<file path="src/include/median_settings.svh">
// median filter settings
// window geometry, pixel width, threshold and pipeline depth
`ifndef MEDIAN_SETTINGS_SVH
`define MEDIAN_SETTINGS_SVH

// window side, the window holds MED_WIN x MED_WIN pixels
`define MED_WIN 5

// bits per pixel
`define MED_PIX_W 8

// median strictly above this value sets the binary output
`define MED_THRESHOLD 5

// input den to output med_den, in cycles
// window register, two rank stages, output register
`define MED_LATENCY 4

`endif

</file>
<file path="src/source/pixel_pkg.sv">
// pixel data types
// single pixel, packed 5x5 window and rank count
`include "median_settings.svh"

package pixel_pkg;

  // one video sample
  typedef logic [`MED_PIX_W-1:0] pixel_t;

  // row-major window, pixel (r,c) at index r*MED_WIN+c
  typedef logic [`MED_WIN*`MED_WIN*`MED_PIX_W-1:0] window_t;

  // number of window values ranked below a given one, 0..24
  typedef logic [4:0] rank_t;

endpackage

</file>
<file path="src/source/result_if.sv">
// median result bus
// median value with valid strobe and aligned sync levels
`timescale 1ns/100ps

interface result_if;

  pixel_pkg::pixel_t median;
  logic              med_valid;
  logic              vsync;
  logic              hsync;

  modport src (output median, med_valid, vsync, hsync);

  modport dst (input median, med_valid, vsync, hsync);

endinterface

</file>
<file path="src/source/binarize_out.sv">
// output stage
// registers the median, its threshold bit and the delayed sync levels
`timescale 1ns/100ps
`include "median_settings.svh"

module binarize_out (
  input  logic              ref_clk,
  input  logic              rst_n,
  result_if.dst             med_in,
  output pixel_pkg::pixel_t med_value,
  output logic              med_bin,
  output logic              med_den,
  output logic              med_vsync,
  output logic              med_hsync
);

  always_ff @(posedge ref_clk or negedge rst_n) begin
    if (!rst_n) begin
      med_value <= '0;
      med_bin   <= 1'b0;
      med_den   <= 1'b0;
      med_vsync <= 1'b0;
      med_hsync <= 1'b0;
    end else begin
      med_den   <= med_in.med_valid;
      med_vsync <= med_in.vsync;
      med_hsync <= med_in.hsync;
      // value and bit hold between results
      if (med_in.med_valid) begin
        med_value <= med_in.median;
        med_bin   <= (med_in.median > pixel_pkg::pixel_t'(`MED_THRESHOLD));
      end
    end
  end

endmodule

</file>
<file path="src/flat_wrapper.sv">
// flat-port wrapper written by rule: the top's interface ports become plain ports
module binarize_out_flat 
  (ref_clk, rst_n, med_value, med_bin, med_den, med_vsync, med_hsync, med_in_median, med_in_med_valid, med_in_vsync, med_in_hsync);
  result_if med_in_i ();
  input  logic ref_clk;
  input  logic rst_n;
  output pixel_pkg::pixel_t med_value;
  output logic med_bin;
  output logic med_den;
  output logic med_vsync;
  output logic med_hsync;
  input wire logic [$bits(med_in_i.median)-1:0] med_in_median;
  input wire logic [$bits(med_in_i.med_valid)-1:0] med_in_med_valid;
  input wire logic [$bits(med_in_i.vsync)-1:0] med_in_vsync;
  input wire logic [$bits(med_in_i.hsync)-1:0] med_in_hsync;
  assign med_in_i.median = med_in_median;
  assign med_in_i.med_valid = med_in_med_valid;
  assign med_in_i.vsync = med_in_vsync;
  assign med_in_i.hsync = med_in_hsync;
  binarize_out u_core (.ref_clk(ref_clk), .rst_n(rst_n), .med_in(med_in_i), .med_value(med_value), .med_bin(med_bin), .med_den(med_den), .med_vsync(med_vsync), .med_hsync(med_hsync));
endmodule
</file>
<file path="config.mk">
export PLATFORM = sky130hd
export DESIGN_NAME = binarize_out_flat
export DESIGN_NICKNAME = d
export VERILOG_FILES = /design/src/source/pixel_pkg.sv /design/src/source/result_if.sv /design/src/source/binarize_out.sv /design/src/flat_wrapper.sv
export VERILOG_INCLUDE_DIRS = /design/src /design/src/include
export SDC_FILE = /design/constraint.sdc
export NUM_CORES = 1
export LEC_CHECK = 0
export BUFFER_PORTS_ARGS = -buffer_cell sky130_fd_sc_hd__buf_2
export CORE_AREA = 10 10 47 49
export DETAILED_ROUTE_END_ITERATION = 10
export DIE_AREA = 0 0 57 59
export HOLD_SLACK_MARGIN = 0.02
export PLACE_DENSITY = 0.74
export SLEW_MARGIN = 10
export SYNTH_ARGS = -nofsm -noshare
export SYNTH_HDL_FRONTEND = slang
export SYNTH_SLANG_ARGS = --single-unit
</file>
<file path="constraint.sdc">
create_clock -name ref_clk -period 1.6 [get_ports ref_clk]
set_input_delay 0.24 -clock ref_clk [delete_from_list [all_inputs] [get_ports ref_clk]]
set_output_delay 0.24 -clock ref_clk [all_outputs]
set_load 0.02 [all_outputs]
</file>
---- Yosys cells after proc, flatten, opt, wreduce, memory -nomap -nowiden ----
Index checks and enable logic that the tools add are counted.
operators by class
  equality and inequality tests ........... 0
  bitwise operators ....................... 0
  add/subtract/negate cells ............... 0
  multiply operators ...................... 0
  muxes and demuxes ....................... 0
  shifts and indexed selects .............. 0
  div/mod/pow operators ................... 0
  $lt $le $gt $ge ......................... 1
  reduce and logical (&&, ||, !) cells .... 0
operator list
  kind                  count
  $gt A8 B3 Y1 const B  1
storage, ports and cells
  output and inout port bits .............. 12
  bits in read-only memories .............. 0
  flip-flop bits (word level) ............. 12
  RAM bits ................................ 0
  bits in latches ......................... 0
  memories kept ........................... 0
  logic and storage cells ................. 6

---- Longest topological paths before layout ----
  depth after elaboration ................. 1
  mapped depth ............................ 3

---- Worst setup path after synthesis ----
No wires, ideal clock.
  kind .................................... register to register
  from .................................... reg, netlist name u_core.med_value[0]
  to ...................................... reg u_core.med_value[0]
  arrival time ............................ 710 ps
  period minus slack after synthesis ...... 835 ps
  cell stages (with the launch flop) ...... 2
  setup time .............................. 125 ps
  path slack .............................. 765 ps
  path buffers ............................ 0
  cells stage by stage .................... dfrtp_1 > mux2_4
RTL lines
  what                  line                text
  end signal, assigned  binarize_out.sv:30  med_value <= med_in.median;
  end, declared         binarize_out.sv:10  output pixel_pkg::pixel_t med_value,

---- Worst setup path in the final report ----
  from .................................... reg u_core.med_value[5]
  to ...................................... out med_value[5]
RTL lines
  what           line               text
  end, declared  flat_wrapper.sv:7  output pixel_pkg::pixel_t med_value;
No word-level cell between the ends.

==> metrics.md <==
| Metric | Value |
|---|---|
| Status | `completed` |
| Pre-antenna DRT Iters | `2` |
| Sequential fraction of the synthesis area | `0.6612` |
| First-pass GRT wire length | `1821 microns` |
| Chip height | `59 microns` |
| CP max-delay cell | `dfrtp_1` |
| CP max stage delay | `390 ps` |
| Async SR Flop Fraction | `1.000` |
| Vias | `309` |
| Period Utilization, post-route | `0.6650` |
| Syn_nets | `38` |
| Slew headroom | `0.7937` |
| RSZ-0062 raised after global routing | `false` |
| Vias per inst | `4.478` |
| Cts bufs inserted | `3` |
| Worst-path cell chain | `buf_2` |
| Core area | `1401 sq um` |
| Yosys warnings | `0` |
| Crit Reg-Reg Startpoint | `u_core.med_value[3]$_DFFE_PN0P_` |
| VDD IR-drop max | `635.1 uV` |
| EDFF count, synth | `0` |
| Input/output buffers | `24` |
| Main flop type after synthesis | `dfrtp_1` |
| Critical path launch point type | `register` |
| Final Util | `0.4491` |
| Power, Total | `0.7004 mW` |
| CTS sink cnt | `12` |
| Internal power | `0.5250 mW` |
| Largest net degree at the start of global routing | `13` |
| Clock latency at the later pin of the worst-skew pair | `260 ps` |
| Most instantiated cells after synthesis | `dfrtp_1 (12), mux2_4 (8)` |
| Chip Width | `57 microns` |
| All-Layer GR Usage | `0.06757` |
| Die ar. | `3363 sq um` |
| CP Class | `register to output pin` |
| Most numerous cell in the Yosys netlist | `dfrtp_1` |
| CP required | `1360 ps` |
| Crit. End Element | `output pin` |
| Antenna Violating Nets Remaining | `0` |
| Sequential share of power | `0.486` |
| Post-cts sizing count | `0` |
| TritonCTS clock tree | `built` |
| Residual DRC count | `0` |
| NetSw | `0.1754 mW` |
| DR iter-0 viols | `4` |
| Crit Path Max Fanout | `2` |
| P per Cell Area | `1113 nW/um^2` |
| # IOs | `25` |
| Vias in the first global route | `380` |
| Synth Instances | `25` |
| Final Hold Viols | `0` |
| RePlAce Congestion | `0.7041` |
| CTS H-tree depth | `1` |
| Total routed wirelength | `1142 microns` |
| Mapped cell area | `454.2 sq um` |
| Initial Util | `0.3241` |
| Synth top area share | `0.6612` |
| Post-CTS setup buffers | `0` |
| Ant diodes | `0` |
| MaxCap Viol Count | `0` |
| # rows | `14` |
| Hold_ws | `77.20 ps` |
| Worst Max-Slew Pin Slew | `309.4 ps` |
| Hold Path Class | `primary input to register` |
| Final setup fails | `0` |
| Total grt overflow | `0` |
| Clock Power Share | `0.332` |
| Clock Path Buffers | `2` |
| Final-stage net count | `67` |
| Minimum clock period | `1064 ps` |
| Fin Clk Skew | `0 ps` |
| Net Sw Frac | `0.2504` |
| Routed WL per cell | `16.55 microns` |
| Buf/Inv on CP | `1` |
| Initial antenna violation count | `0` |
| Synth area leaders | `dfrtp_1 (66%), mux2_4 (26%), buf_6 (2.5%), a211oi_1 (1.7%), a31oi_1 (1.4%)` |
| Estimated wirelength of the detail-placed design | `966.1 microns` |
| Synth Area per Inst | `18.17 sq um` |
| Slew Limit Fails | `0` |
| Comb pwr share | `0.183` |
| Root Buffer | `clkbuf_4` |
| Proportion of layout cells with a drive suffix above 1 | `0.6792` |
| Flops & latches, synth | `12` |
| Area grow syn2layout | `38.57%` |
| Worst-path clk slew | `80 ps` |
| Min-delay src | `med_in_hsync` |
| Fill cells | `139` |
| Max Fclk | `939.8 MHz` |
| Yosys cell types | `7` |
| Top delay family on crit path | `flip-flops` |
| Setup TNS | `0 ps` |
| Leak pwr | `0.3259 nW` |
| Worst endpoint data arrival time | `820 ps` |
| Cell taking the most area after synthesis | `dfrtp_1` |
| Critical path launch point | `u_core.med_value[5]$_DFFE_PN0P_` |
## kinds of logic after synthesis
group | synth area share
AO/OA/AOI/OAI | 0.03032
buffers and inverters | 0.02479
flip-flops | 0.6612
multiplexers | 0.2645
AND/OR/NAND/NOR | 0.01927
## final cells by class
class / count / area (sq um) / share of cell area
sequential: 12 / 300.3 / 0.4771
multi-input combinational: 12 / 142.6 / 0.2266
timing repair buffer: 25 / 130.1 / 0.2068
clock buffer: 4 / 36.28 / 0.05765
tap: 16 / 20.02 / 0.03181
## sequential cells by signal, summed over array words and instances, names as in the netlist
name,cells
u_core.med_bin,1
u_core.med_den,1
u_core.med_hsync,1
u_core.med_value,8
u_core.med_vsync,1
## power by group through the flow
stage | clock network, mW | logic, mW | registers (mW)
finish | 0.232 | 0.128 | 0.340
global route | 0.259 | 0.137 | 0.343
CTS | 0.235 | 0.131 | 0.340
detailed placement | 0 | 0.128 | 0.346
global placement | 0 | 0.124 | 0.346
floorplan | 0 | 0.0420 | 0.377
## repair_timing
| item | CTS | global route |
|---|---|---|
| setup endpoints to repair | 0 | 0 |
| hold buffers | 1 | 0 |
| endpoints found under the hold margin | 12 | 0 |
## placed cells by master, fill, tap and decap left out
| cell | n |
|---|---|
| buf_2 | 24 |
| dfrtp_1 | 12 |
| mux2_4 | 8 |
| clkbuf_4 | 3 |
| a211oi_1 | 1 |
| nor3_1 | 1 |
| nor2_1 | 1 |
| a31oi_1 | 1 |
| clkbuf_8 | 1 |
| dlygate4sd3_1 | 1 |
## stage by stage
stage,setup slack (ps),instances,cell area (sq um)
after floorplan,765.3,25,454.2
after global placement,643.0,64,583.1
after detailed placement,619.7,64,583.1
after CTS,535.8,69,629.4
after global routing,499.9,69,629.4
final,536.0,69,629.4
## metal layers
| metal | part of all wire | vias to the layer above | GRT usage |
|---|---|---|---|
| li1 | - | 144 | - |
| met1 | 0.39 | 156 | 0.06934 |
| met2 | 0.54 | 9 | 0.1178 |
| met3 | 0.071 | 0 | 0.03433 |
| met4 | 0 | 0 | 0.02013 |
| met5 | 0 | - | 0 |
## final timing paths
| check | cells past startpoint | slack, ps | to |
|---|---|---|---|
| worst max register to register | 1 | 820 | u_core.med_value[3]$_DFFE_PN0P_ |
| worst max-delay path | 1 | 540 | med_value[5] |
| worst min-delay path | 1 | 80 | u_core.med_hsync$_DFF_PN0_ |
| min in group asynchronous | 2 | 370 | u_core.med_hsync$_DFF_PN0_ |
| worst min register to register | 1 | 510 | u_core.med_value[1]$_DFFE_PN0P_ |
| max in group asynchronous | 2 | 1020 | u_core.med_value[6]$_DFFE_PN0P_ |
Power figures use the tool's default switching activity.
