**src/include/median_settings.svh**
```systemverilog
// median filter settings
// window geometry, pixel width, threshold and pipeline depth
`ifndef MEDIAN_SETTINGS_SVH
`define MEDIAN_SETTINGS_SVH

// window side, the window holds MED_WIN x MED_WIN pixels
`define MED_WIN 5

// bits per pixel
`define MED_PIX_W 8

// median strictly above this value sets the binary output
`define MED_THRESHOLD 5

// input den to output med_den, in cycles
// window register, two rank stages, output register
`define MED_LATENCY 4

`endif

```
**src/source/pixel_pkg.sv**
```systemverilog
// pixel data types
// single pixel, packed 5x5 window and rank count
`include "median_settings.svh"

package pixel_pkg;

  // one video sample
  typedef logic [`MED_PIX_W-1:0] pixel_t;

  // row-major window, pixel (r,c) at index r*MED_WIN+c
  typedef logic [`MED_WIN*`MED_WIN*`MED_PIX_W-1:0] window_t;

  // number of window values ranked below a given one, 0..24
  typedef logic [4:0] rank_t;

endpackage

```
**src/source/video_pkg.sv**
```systemverilog
// video timing types
// column fill count and window fill state
package video_pkg;

  // columns entered since the last sync, saturates at 4
  typedef logic [2:0] col_count_t;

  // fill state of the sliding window within a line
  typedef enum logic [1:0] {
    WIN_EMPTY,
    WIN_FILLING,
    WIN_FULL
  } fill_state_t;

endpackage

```
**src/source/window_if.sv**
```systemverilog
// window bus
// full 5x5 window with valid strobe and aligned sync levels
`timescale 1ns/100ps

interface window_if;

  pixel_pkg::window_t win;
  // one strobe per complete window
  logic               win_valid;
  logic               vsync;
  logic               hsync;

  modport src (output win, win_valid, vsync, hsync);

  modport dst (input win, win_valid, vsync, hsync);

endinterface

```
**src/source/pixel_window.sv**
```systemverilog
// sliding 5x5 pixel window
// shifts in one column of line pixels per enabled cycle, tracks fill per line
`timescale 1ns/100ps
`include "median_settings.svh"

module pixel_window (
  input  logic              ref_clk,
  input  logic              rst_n,
  input  logic              den,
  input  logic              vsync,
  input  logic              hsync,
  input  pixel_pkg::pixel_t line_0,
  input  pixel_pkg::pixel_t line_1,
  input  pixel_pkg::pixel_t line_2,
  input  pixel_pkg::pixel_t line_3,
  input  pixel_pkg::pixel_t line_4,
  window_if.src             win_out
);

  localparam int WIN = `MED_WIN;

  pixel_pkg::pixel_t      line_col [WIN];
  pixel_pkg::pixel_t      pix_q [WIN][WIN];
  video_pkg::col_count_t  col_cnt;
  video_pkg::fill_state_t state;
  video_pkg::fill_state_t state_nxt;
  logic                   sync_clr;

  // line k feeds window row k
  assign line_col[0] = line_0;
  assign line_col[1] = line_1;
  assign line_col[2] = line_2;
  assign line_col[3] = line_3;
  assign line_col[4] = line_4;

  assign sync_clr = vsync | hsync;

  // column 0 is the oldest, the new column enters on the right
  always_ff @(posedge ref_clk) begin
    if (den) begin
      for (int r = 0; r < WIN; r++) begin
        for (int c = 0; c < WIN - 1; c++) begin
          pix_q[r][c] <= pix_q[r][c+1];
        end
        pix_q[r][WIN-1] <= line_col[r];
      end
    end
  end

  always_comb begin
    for (int r = 0; r < WIN; r++) begin
      for (int c = 0; c < WIN; c++) begin
        win_out.win[(r*WIN+c)*`MED_PIX_W +: `MED_PIX_W] = pix_q[r][c];
      end
    end
  end

  // fill state, full once the fifth pixel of a line arrives
  always_comb begin
    state_nxt = state;
    case (state)
      video_pkg::WIN_EMPTY: begin
        if (den) begin
          state_nxt = video_pkg::WIN_FILLING;
        end
      end
      video_pkg::WIN_FILLING: begin
        if (den && col_cnt == video_pkg::col_count_t'(WIN - 1)) begin
          state_nxt = video_pkg::WIN_FULL;
        end
      end
      default: begin
        state_nxt = state;
      end
    endcase
    // any sync level restarts the line
    if (sync_clr) begin
      state_nxt = video_pkg::WIN_EMPTY;
    end
  end

  always_ff @(posedge ref_clk or negedge rst_n) begin
    if (!rst_n) begin
      state             <= video_pkg::WIN_EMPTY;
      col_cnt           <= '0;
      win_out.win_valid <= 1'b0;
      win_out.vsync     <= 1'b0;
      win_out.hsync     <= 1'b0;
    end else begin
      state <= state_nxt;
      if (sync_clr) begin
        col_cnt <= '0;
      end else if (den && col_cnt != video_pkg::col_count_t'(WIN - 1)) begin
        col_cnt <= col_cnt + video_pkg::col_count_t'(1);
      end
      win_out.win_valid <= den & (state_nxt == video_pkg::WIN_FULL);
      win_out.vsync     <= vsync;
      win_out.hsync     <= hsync;
    end
  end

endmodule

```
**src/flat_wrapper.sv**
```systemverilog
// flat-port wrapper written by rule: the top's interface ports become plain ports
module pixel_window_flat 
  (ref_clk, rst_n, den, vsync, hsync, line_0, line_1, line_2, line_3, line_4, win_out_win, win_out_win_valid, win_out_vsync, win_out_hsync);
  window_if win_out_i ();
  input  logic ref_clk;
  input  logic rst_n;
  input  logic den;
  input  logic vsync;
  input  logic hsync;
  input  pixel_pkg::pixel_t line_0;
  input  pixel_pkg::pixel_t line_1;
  input  pixel_pkg::pixel_t line_2;
  input  pixel_pkg::pixel_t line_3;
  input  pixel_pkg::pixel_t line_4;
  output wire logic [$bits(win_out_i.win)-1:0] win_out_win;
  output wire logic [$bits(win_out_i.win_valid)-1:0] win_out_win_valid;
  output wire logic [$bits(win_out_i.vsync)-1:0] win_out_vsync;
  output wire logic [$bits(win_out_i.hsync)-1:0] win_out_hsync;
  assign win_out_win = win_out_i.win;
  assign win_out_win_valid = win_out_i.win_valid;
  assign win_out_vsync = win_out_i.vsync;
  assign win_out_hsync = win_out_i.hsync;
  pixel_window u_core (.ref_clk(ref_clk), .rst_n(rst_n), .den(den), .vsync(vsync), .hsync(hsync), .line_0(line_0), .line_1(line_1), .line_2(line_2), .line_3(line_3), .line_4(line_4), .win_out(win_out_i));
endmodule
```
**config.mk**
```make
export PLATFORM = sky130hd
export DESIGN_NAME = pixel_window_flat
export DESIGN_NICKNAME = d
export VERILOG_FILES = /design/src/source/pixel_pkg.sv /design/src/source/video_pkg.sv /design/src/source/window_if.sv /design/src/source/pixel_window.sv /design/src/flat_wrapper.sv
export VERILOG_INCLUDE_DIRS = /design/src /design/src/include
export SDC_FILE = /design/constraint.sdc
export NUM_CORES = 1
export LEC_CHECK = 0
export ABC_AREA = 1
export BUFFER_PORTS_ARGS = -buffer_cell sky130_fd_sc_hd__buf_2
export CORE_MARGIN = 2
export CORE_UTILIZATION = 48
export DETAILED_ROUTE_END_ITERATION = 6
export PLACE_DENSITY = 0.82
export SLEW_MARGIN = 30
export SYNTH_ARGS = -nofsm -noshare
export SYNTH_HDL_FRONTEND = slang
export SYNTH_SLANG_ARGS = --single-unit
```
**constraint.sdc**
```tcl
create_clock -name ref_clk -period 1.4 [get_ports ref_clk]
set_input_delay 0.21 -clock ref_clk [delete_from_list [all_inputs] [get_ports ref_clk]]
set_output_delay 0.21 -clock ref_clk [all_outputs]
set_load 0.02 [all_outputs]
```
# After elaboration in Yosys (flattened, before gate mapping)
# Memory sizes are Yosys's and may differ from the RTL's.
# Index checks and enable logic that the tools add are counted.
[op_classes]
addsub = 1
eq_ne = 4
muxes = 8
bitwise = 2
n_reduce_logical = 4
[op_table]
columns = ["operator", "n"]
rows = [
  ["2-bit 2-to-1 mux", 3],
  ["3-bit 2-to-1 mux", 2],
  ["2-bit one-hot mux with 2 select lines", 1],
  ["3-bit by 1-bit adder with 3-bit output, second input constant", 1],
  ["3-bit equality test, second input constant", 1],
  ["3-bit != test, second input constant", 1],
  ["2-bit by 1-bit equality test with 1-bit output, second input constant", 1],
  ["2-bit equality test, second input constant", 1],
  ["1-bit logical AND", 2],
  ["2-bit zero test", 1],
  ["1-bit 2-to-1 mux", 2],
  ["2-bit nonzero test", 1],
  ["1-bit bitwise AND", 1],
  ["1-bit bitwise OR", 1],
]
[word_totals]
register_bits = 8
mem_bits_rw = 200
in_bits = 45
out_inout_bits = 203
word_cells = 25
n_memories = 1
[memory_table]
columns = ["name", "depth", "width", "rd", "rd_clocked_by_memory_dff", "wr", "line_no", "rtl"]
rows = [
  ["u_core.pix_q", 5, 40, 5, 0, 5, "pixel_window.sv:23", "pixel_pkg::pixel_t pix_q [WIN][WIN];"],
]

# Logic depth before layout (Yosys ltp)
[logic_depth]
word_depth = 7
depth_mapped = 7

# Worst setup path after synthesis
# Ideal clock, no wire load.
[synth_timing]
path_kind = "reg-to-reg"
startpoint = "reg u_core.col_cnt[0]"
endpoint = "reg u_core.col_cnt[1]"
setup_ns = 0.083
arrival_ns = 0.957
required_time_ns = 1.317
path_slack_ns = 0.361
path_stages_with_launch = 8
synth_period_minus_slack_ns = 1.039
path_cell_list = "dfrtp_1 inv_1 ha_1 nand2_1 nand2_1 nor3_2 nand2_1 o21ai_0"
[synth_between]
elab_chain_cells = 3
[synth_rtl]
columns = ["item", "line_no", "rtl"]
rows = [
  ["start: declaration", "pixel_window.sv:24", "video_pkg::col_count_t col_cnt;"],
  ["start signal: assignment", "pixel_window.sv:94", "col_cnt <= col_cnt + video_pkg::col_count_t'(1);"],
  ["3-bit by 1-bit adder with 3-bit output or 3-bit != test (tied branches)", "pixel_window.sv:94, pixel_window.sv:93", ""],
  ["3-bit 2-to-1 mux or 1-bit logical AND (tied branches)", "pixel_window.sv:93", "end else if (den && col_cnt != video_pkg::col_count_t'(WIN - 1)) begin"],
  ["3-bit 2-to-1 mux or 2-bit nonzero test (tied branches)", "-", ""],
]
# Parallel ways exist; a longest one is shown, timed or not. The select of a mux whose other input is x is not followed.
# A chain may end at the register's enable or synchronous reset.

==> flow_metrics.env <==
export IMPL_critPathKind="reg2out"
export IMPL_busiest_layer="met2"
export IMPL_peakVddDrop_uv=1070
export IMPL_period_needed_ns=1.33
export IMPL_grt_use_met1_pct=21.3
export IMPL_cts_root_buf="clkbuf_16"
export IMPL_synth_edf_count=200
export IMPL_post_cts_setup_buffers=0
export IMPL_synth_top_flop_cell="edfxtp_1"
export IMPL_crit_chain="buf_2"
export IMPL_synth_area_per_cell_um2=26.8
export IMPL_place_port_buffers=247
export IMPL_cts_tree="built"
export IMPL_worstPathArrival_ns=1.12
export IMPL_cts_made_buffers=20
export IMPL_diodes=0
export IMPL_die_w_um=119
export IMPL_grt_use_met3_pct=3.64
export IMPL_met2_usage_pct=31.5
export IMPL_rows=42
export IMPL_post_route_period_util_pct=95.0
export IMPL_n_fill_cell=842
export IMPL_via_per_inst=4.63
export IMPL_yosysWarnings=0
export IMPL_htreeDepth=1
export IMPL_syn_inst=238
export IMPL_cp_start_kind="register"
export IMPL_timing_hold_violations_final=0
export IMPL_routedWlPerCell_um=17.4
export IMPL_worst_slew_pin_slew_ns=0.353
export IMPL_synth_most_common_cell="edfxtp_1"
export IMPL_p_leak_nw=3.66
export IMPL_maxCapViolations=0
export IMPL_timing_fmax_mhz=752
export IMPL_yosysTopAreaCellShare_pct=94.1
export IMPL_dr_total_vias=3462
export IMPL_netlist_area_um2=6380
export IMPL_core_um2=13100
export IMPL_synthTopCellsByCount="edfxtp_1, dfrtp_1, inv_1, nand2_1, o21ai_0"
export IMPL_cts_path_max_buffers=3
export IMPL_antenna_left=0
export IMPL_die_h_um=119
export IMPL_synth_area_leader_cell="edfxtp_1"
export IMPL_grt_pass1_wl_um=19400
export IMPL_path_depth=1
export IMPL_routed_wl_um=13000
export IMPL_synth_fp_nets=285
export IMPL_final_nets=606
export IMPL_track_usage_pct=17.7
export IMPL_post_route_cells_drive_above_1_share_pct=50.3
export IMPL_slew_headroom_pct=76.5
export IMPL_start_util_pct=48.6
export IMPL_cpLargestDelayFamily="flip-flops"
export IMPL_worst_r2r_path_depth=7
export IMPL_drtIter0Drc=221
export IMPL_gp_congestion=0.826
export IMPL_ys_seq_area_share_pct=97.3
export IMPL_setup_viol=0
export IMPL_io_pins=248
export IMPL_worstPathRequired_ns=1.19
export IMPL_synth_area_leaders="edfxtp_1, dfrtp_1, inv_1"
export IMPL_synth_seq_cells=208
export IMPL_rsz0062_at_grt="false"
export IMPL_slew_viol_final=0
export IMPL_path_max_fanout=2
export IMPL_p_per_area_nw_per_um2=1510
export IMPL_synth_distinct_cells=15
export IMPL_cpMaxStageDelayCell="edfxtp_1"
export IMPL_grt_pass1_vias=3640
export IMPL_grt_max_degree=35
export IMPL_remaining_drc_errors=0
export IMPL_grt_overflow_total=0
export IMPL_hpwl_um=8920
export IMPL_p_total_mw=13.7
export IMPL_async_flop_share_pct=3.85
export IMPL_antenna_found_initial=0
export IMPL_crit_buf_inv=1
export IMPL_status="finished, final reports clean"
export IMPL_area_growth_pct=41.4
export IMPL_clock_latency_ns=0.47
export IMPL_clk_pin_slew_ns=0.06
export IMPL_drt_first_pass_iters=4
export IMPL_crit_path_end_kind="output port"
export IMPL_die_area_um2=14200
export IMPL_setup_tns_ns=0
export IMPL_clock_sinks=208
export IMPL_max_stage_delay_ns=0.46
export IMPL_finalCoreUtilization_pct=68.7
export IMPL_hold_class="in2async"
export IMPL_clock_skew_ns=0.00811
==> cell families (layout without fill, tap and decap cells) <==
| kind of cell | count (synthesis) | in the layout | share of synthesized area [%] |
|---|---|---|---|
| buffers and inverters | 7 | 341 | 0.412 |
| flip-flops | 208 | 208 | 97.3 |
| AND/OR/NAND/NOR | 15 | 15 | 1.37 |
| AO/OA/AOI/OAI | 6 | 6 | 0.569 |
| adder cells (fa/ha/maj) | 2 | 2 | 0.392 |
==> through the flow <==
step           std cells  setup WS [ns]  cell area, um2  hold slack [ns]
6_report             748         0.0703            9020            0.122
5_1_grt              748        0.00960            9020            0.121
4_1_cts              748         0.0445            9020           0.0935
3_5_place_dp         670          0.186            7980           0.0601
3_3_place_gp         670          0.287            7980           0.0501
2_1_floorplan        238          0.361            6380          -0.0856
==> placed cells by master (no fill, tap or decap) <==
| cell type | netlist | layout |
|---|---|---|
| a21oi_1 | 1 | 1 |
| buf_12 | 0 | 5 |
| buf_2 | 0 | 246 |
| buf_4 | 0 | 4 |
| bufinv_16 | 0 | 1 |
| clkbuf_1 | 0 | 2 |
| clkbuf_16 | 0 | 21 |
| clkbuf_8 | 0 | 1 |
| clkinv_1 | 0 | 7 |
| clkinv_2 | 0 | 2 |
| clkinv_4 | 0 | 1 |
| dfrtp_1 | 8 | 8 |
| dlygate4sd3_1 | 0 | 43 |
| edfxtp_1 | 200 | 200 |
| ha_1 | 2 | 2 |
| inv_1 | 7 | 7 |
| inv_6 | 0 | 1 |
| nand2_1 | 7 | 7 |
| nand2_2 | 1 | 1 |
| nand3_1 | 1 | 1 |
| nand3_2 | 1 | 1 |
| nor2_1 | 2 | 2 |
| nor2_4 | 2 | 2 |
| nor3_2 | 1 | 1 |
| o21ai_0 | 3 | 3 |
| o21ai_2 | 1 | 1 |
| o21bai_1 | 1 | 1 |
==> routing by layer <==
metal  part of all wire [%]  wire (um)
met1                     37       4860
met2                     54       7080
met3                    5.6        725
met4                    2.7        354
met5                      0          0
==> registers in the layout, summed over array words and instances (netlist names) <==
name,cells
u_core.pix_q,200
u_core.col_cnt,3
u_core.state,2
u_core.win_out.hsync,1
u_core.win_out.vsync,1
u_core.win_out.win_valid,1
==> final cells by class <==
type	instances	area (um2)	share of cell area, %
multi-input combinational	23	149	1.65
clock inverter	12	83.8	0.929
inverter	7	26.3	0.291
timing repair buffer	299	1810	20.0
clock buffer	23	533	5.91
tap	176	220	2.44
sequential	208	6210	68.8
==> worst paths after layout <==
check | startpoint | end | slack (ns)
setup / recovery | u_core.pix_q[2][1] | win_out_win[113] | 0.07
hold / removal | rst_n | u_core.win_out.hsync | 0.12
setup reg to reg | u_core.col_cnt[0] | u_core.col_cnt[0] | 0.18
hold reg to reg | u_core.pix_q[4][22] | u_core.pix_q[4][30] | 0.44
max in group asynchronous | rst_n | u_core.win_out.win_valid | 1.11
min in group ref_clk | den | u_core.pix_q[4][15] | 0.21
==> where the power goes <==
part | total (mW) | internal (mW) | switching [mW] | leakage (nW)
Clock | 4.98 | 2.91 | 2.07 | 0.303
Sequential | 7.48 | 7.29 | 0.187 | 2.06
Combinational | 1.20 | 0.405 | 0.798 | 1.30
==> worst register-to-register path, stage by stage, from the launching register on <==
cell and delay (ns):
dfrtp_1 0.35, inv_1 0.07, ha_1 0.23, nand2_1 0.09, nand2_1 0.09, nor3_2 0.16
nand2_1 0.06, o21ai_0 0.09
==> timing repair <==
action | in CTS | in global routing
gates resized for setup | 0 | 0
hold buffers | 43 | 0
hold endpoints to repair | 50 | 0
Power figures use the tool's default switching activity.
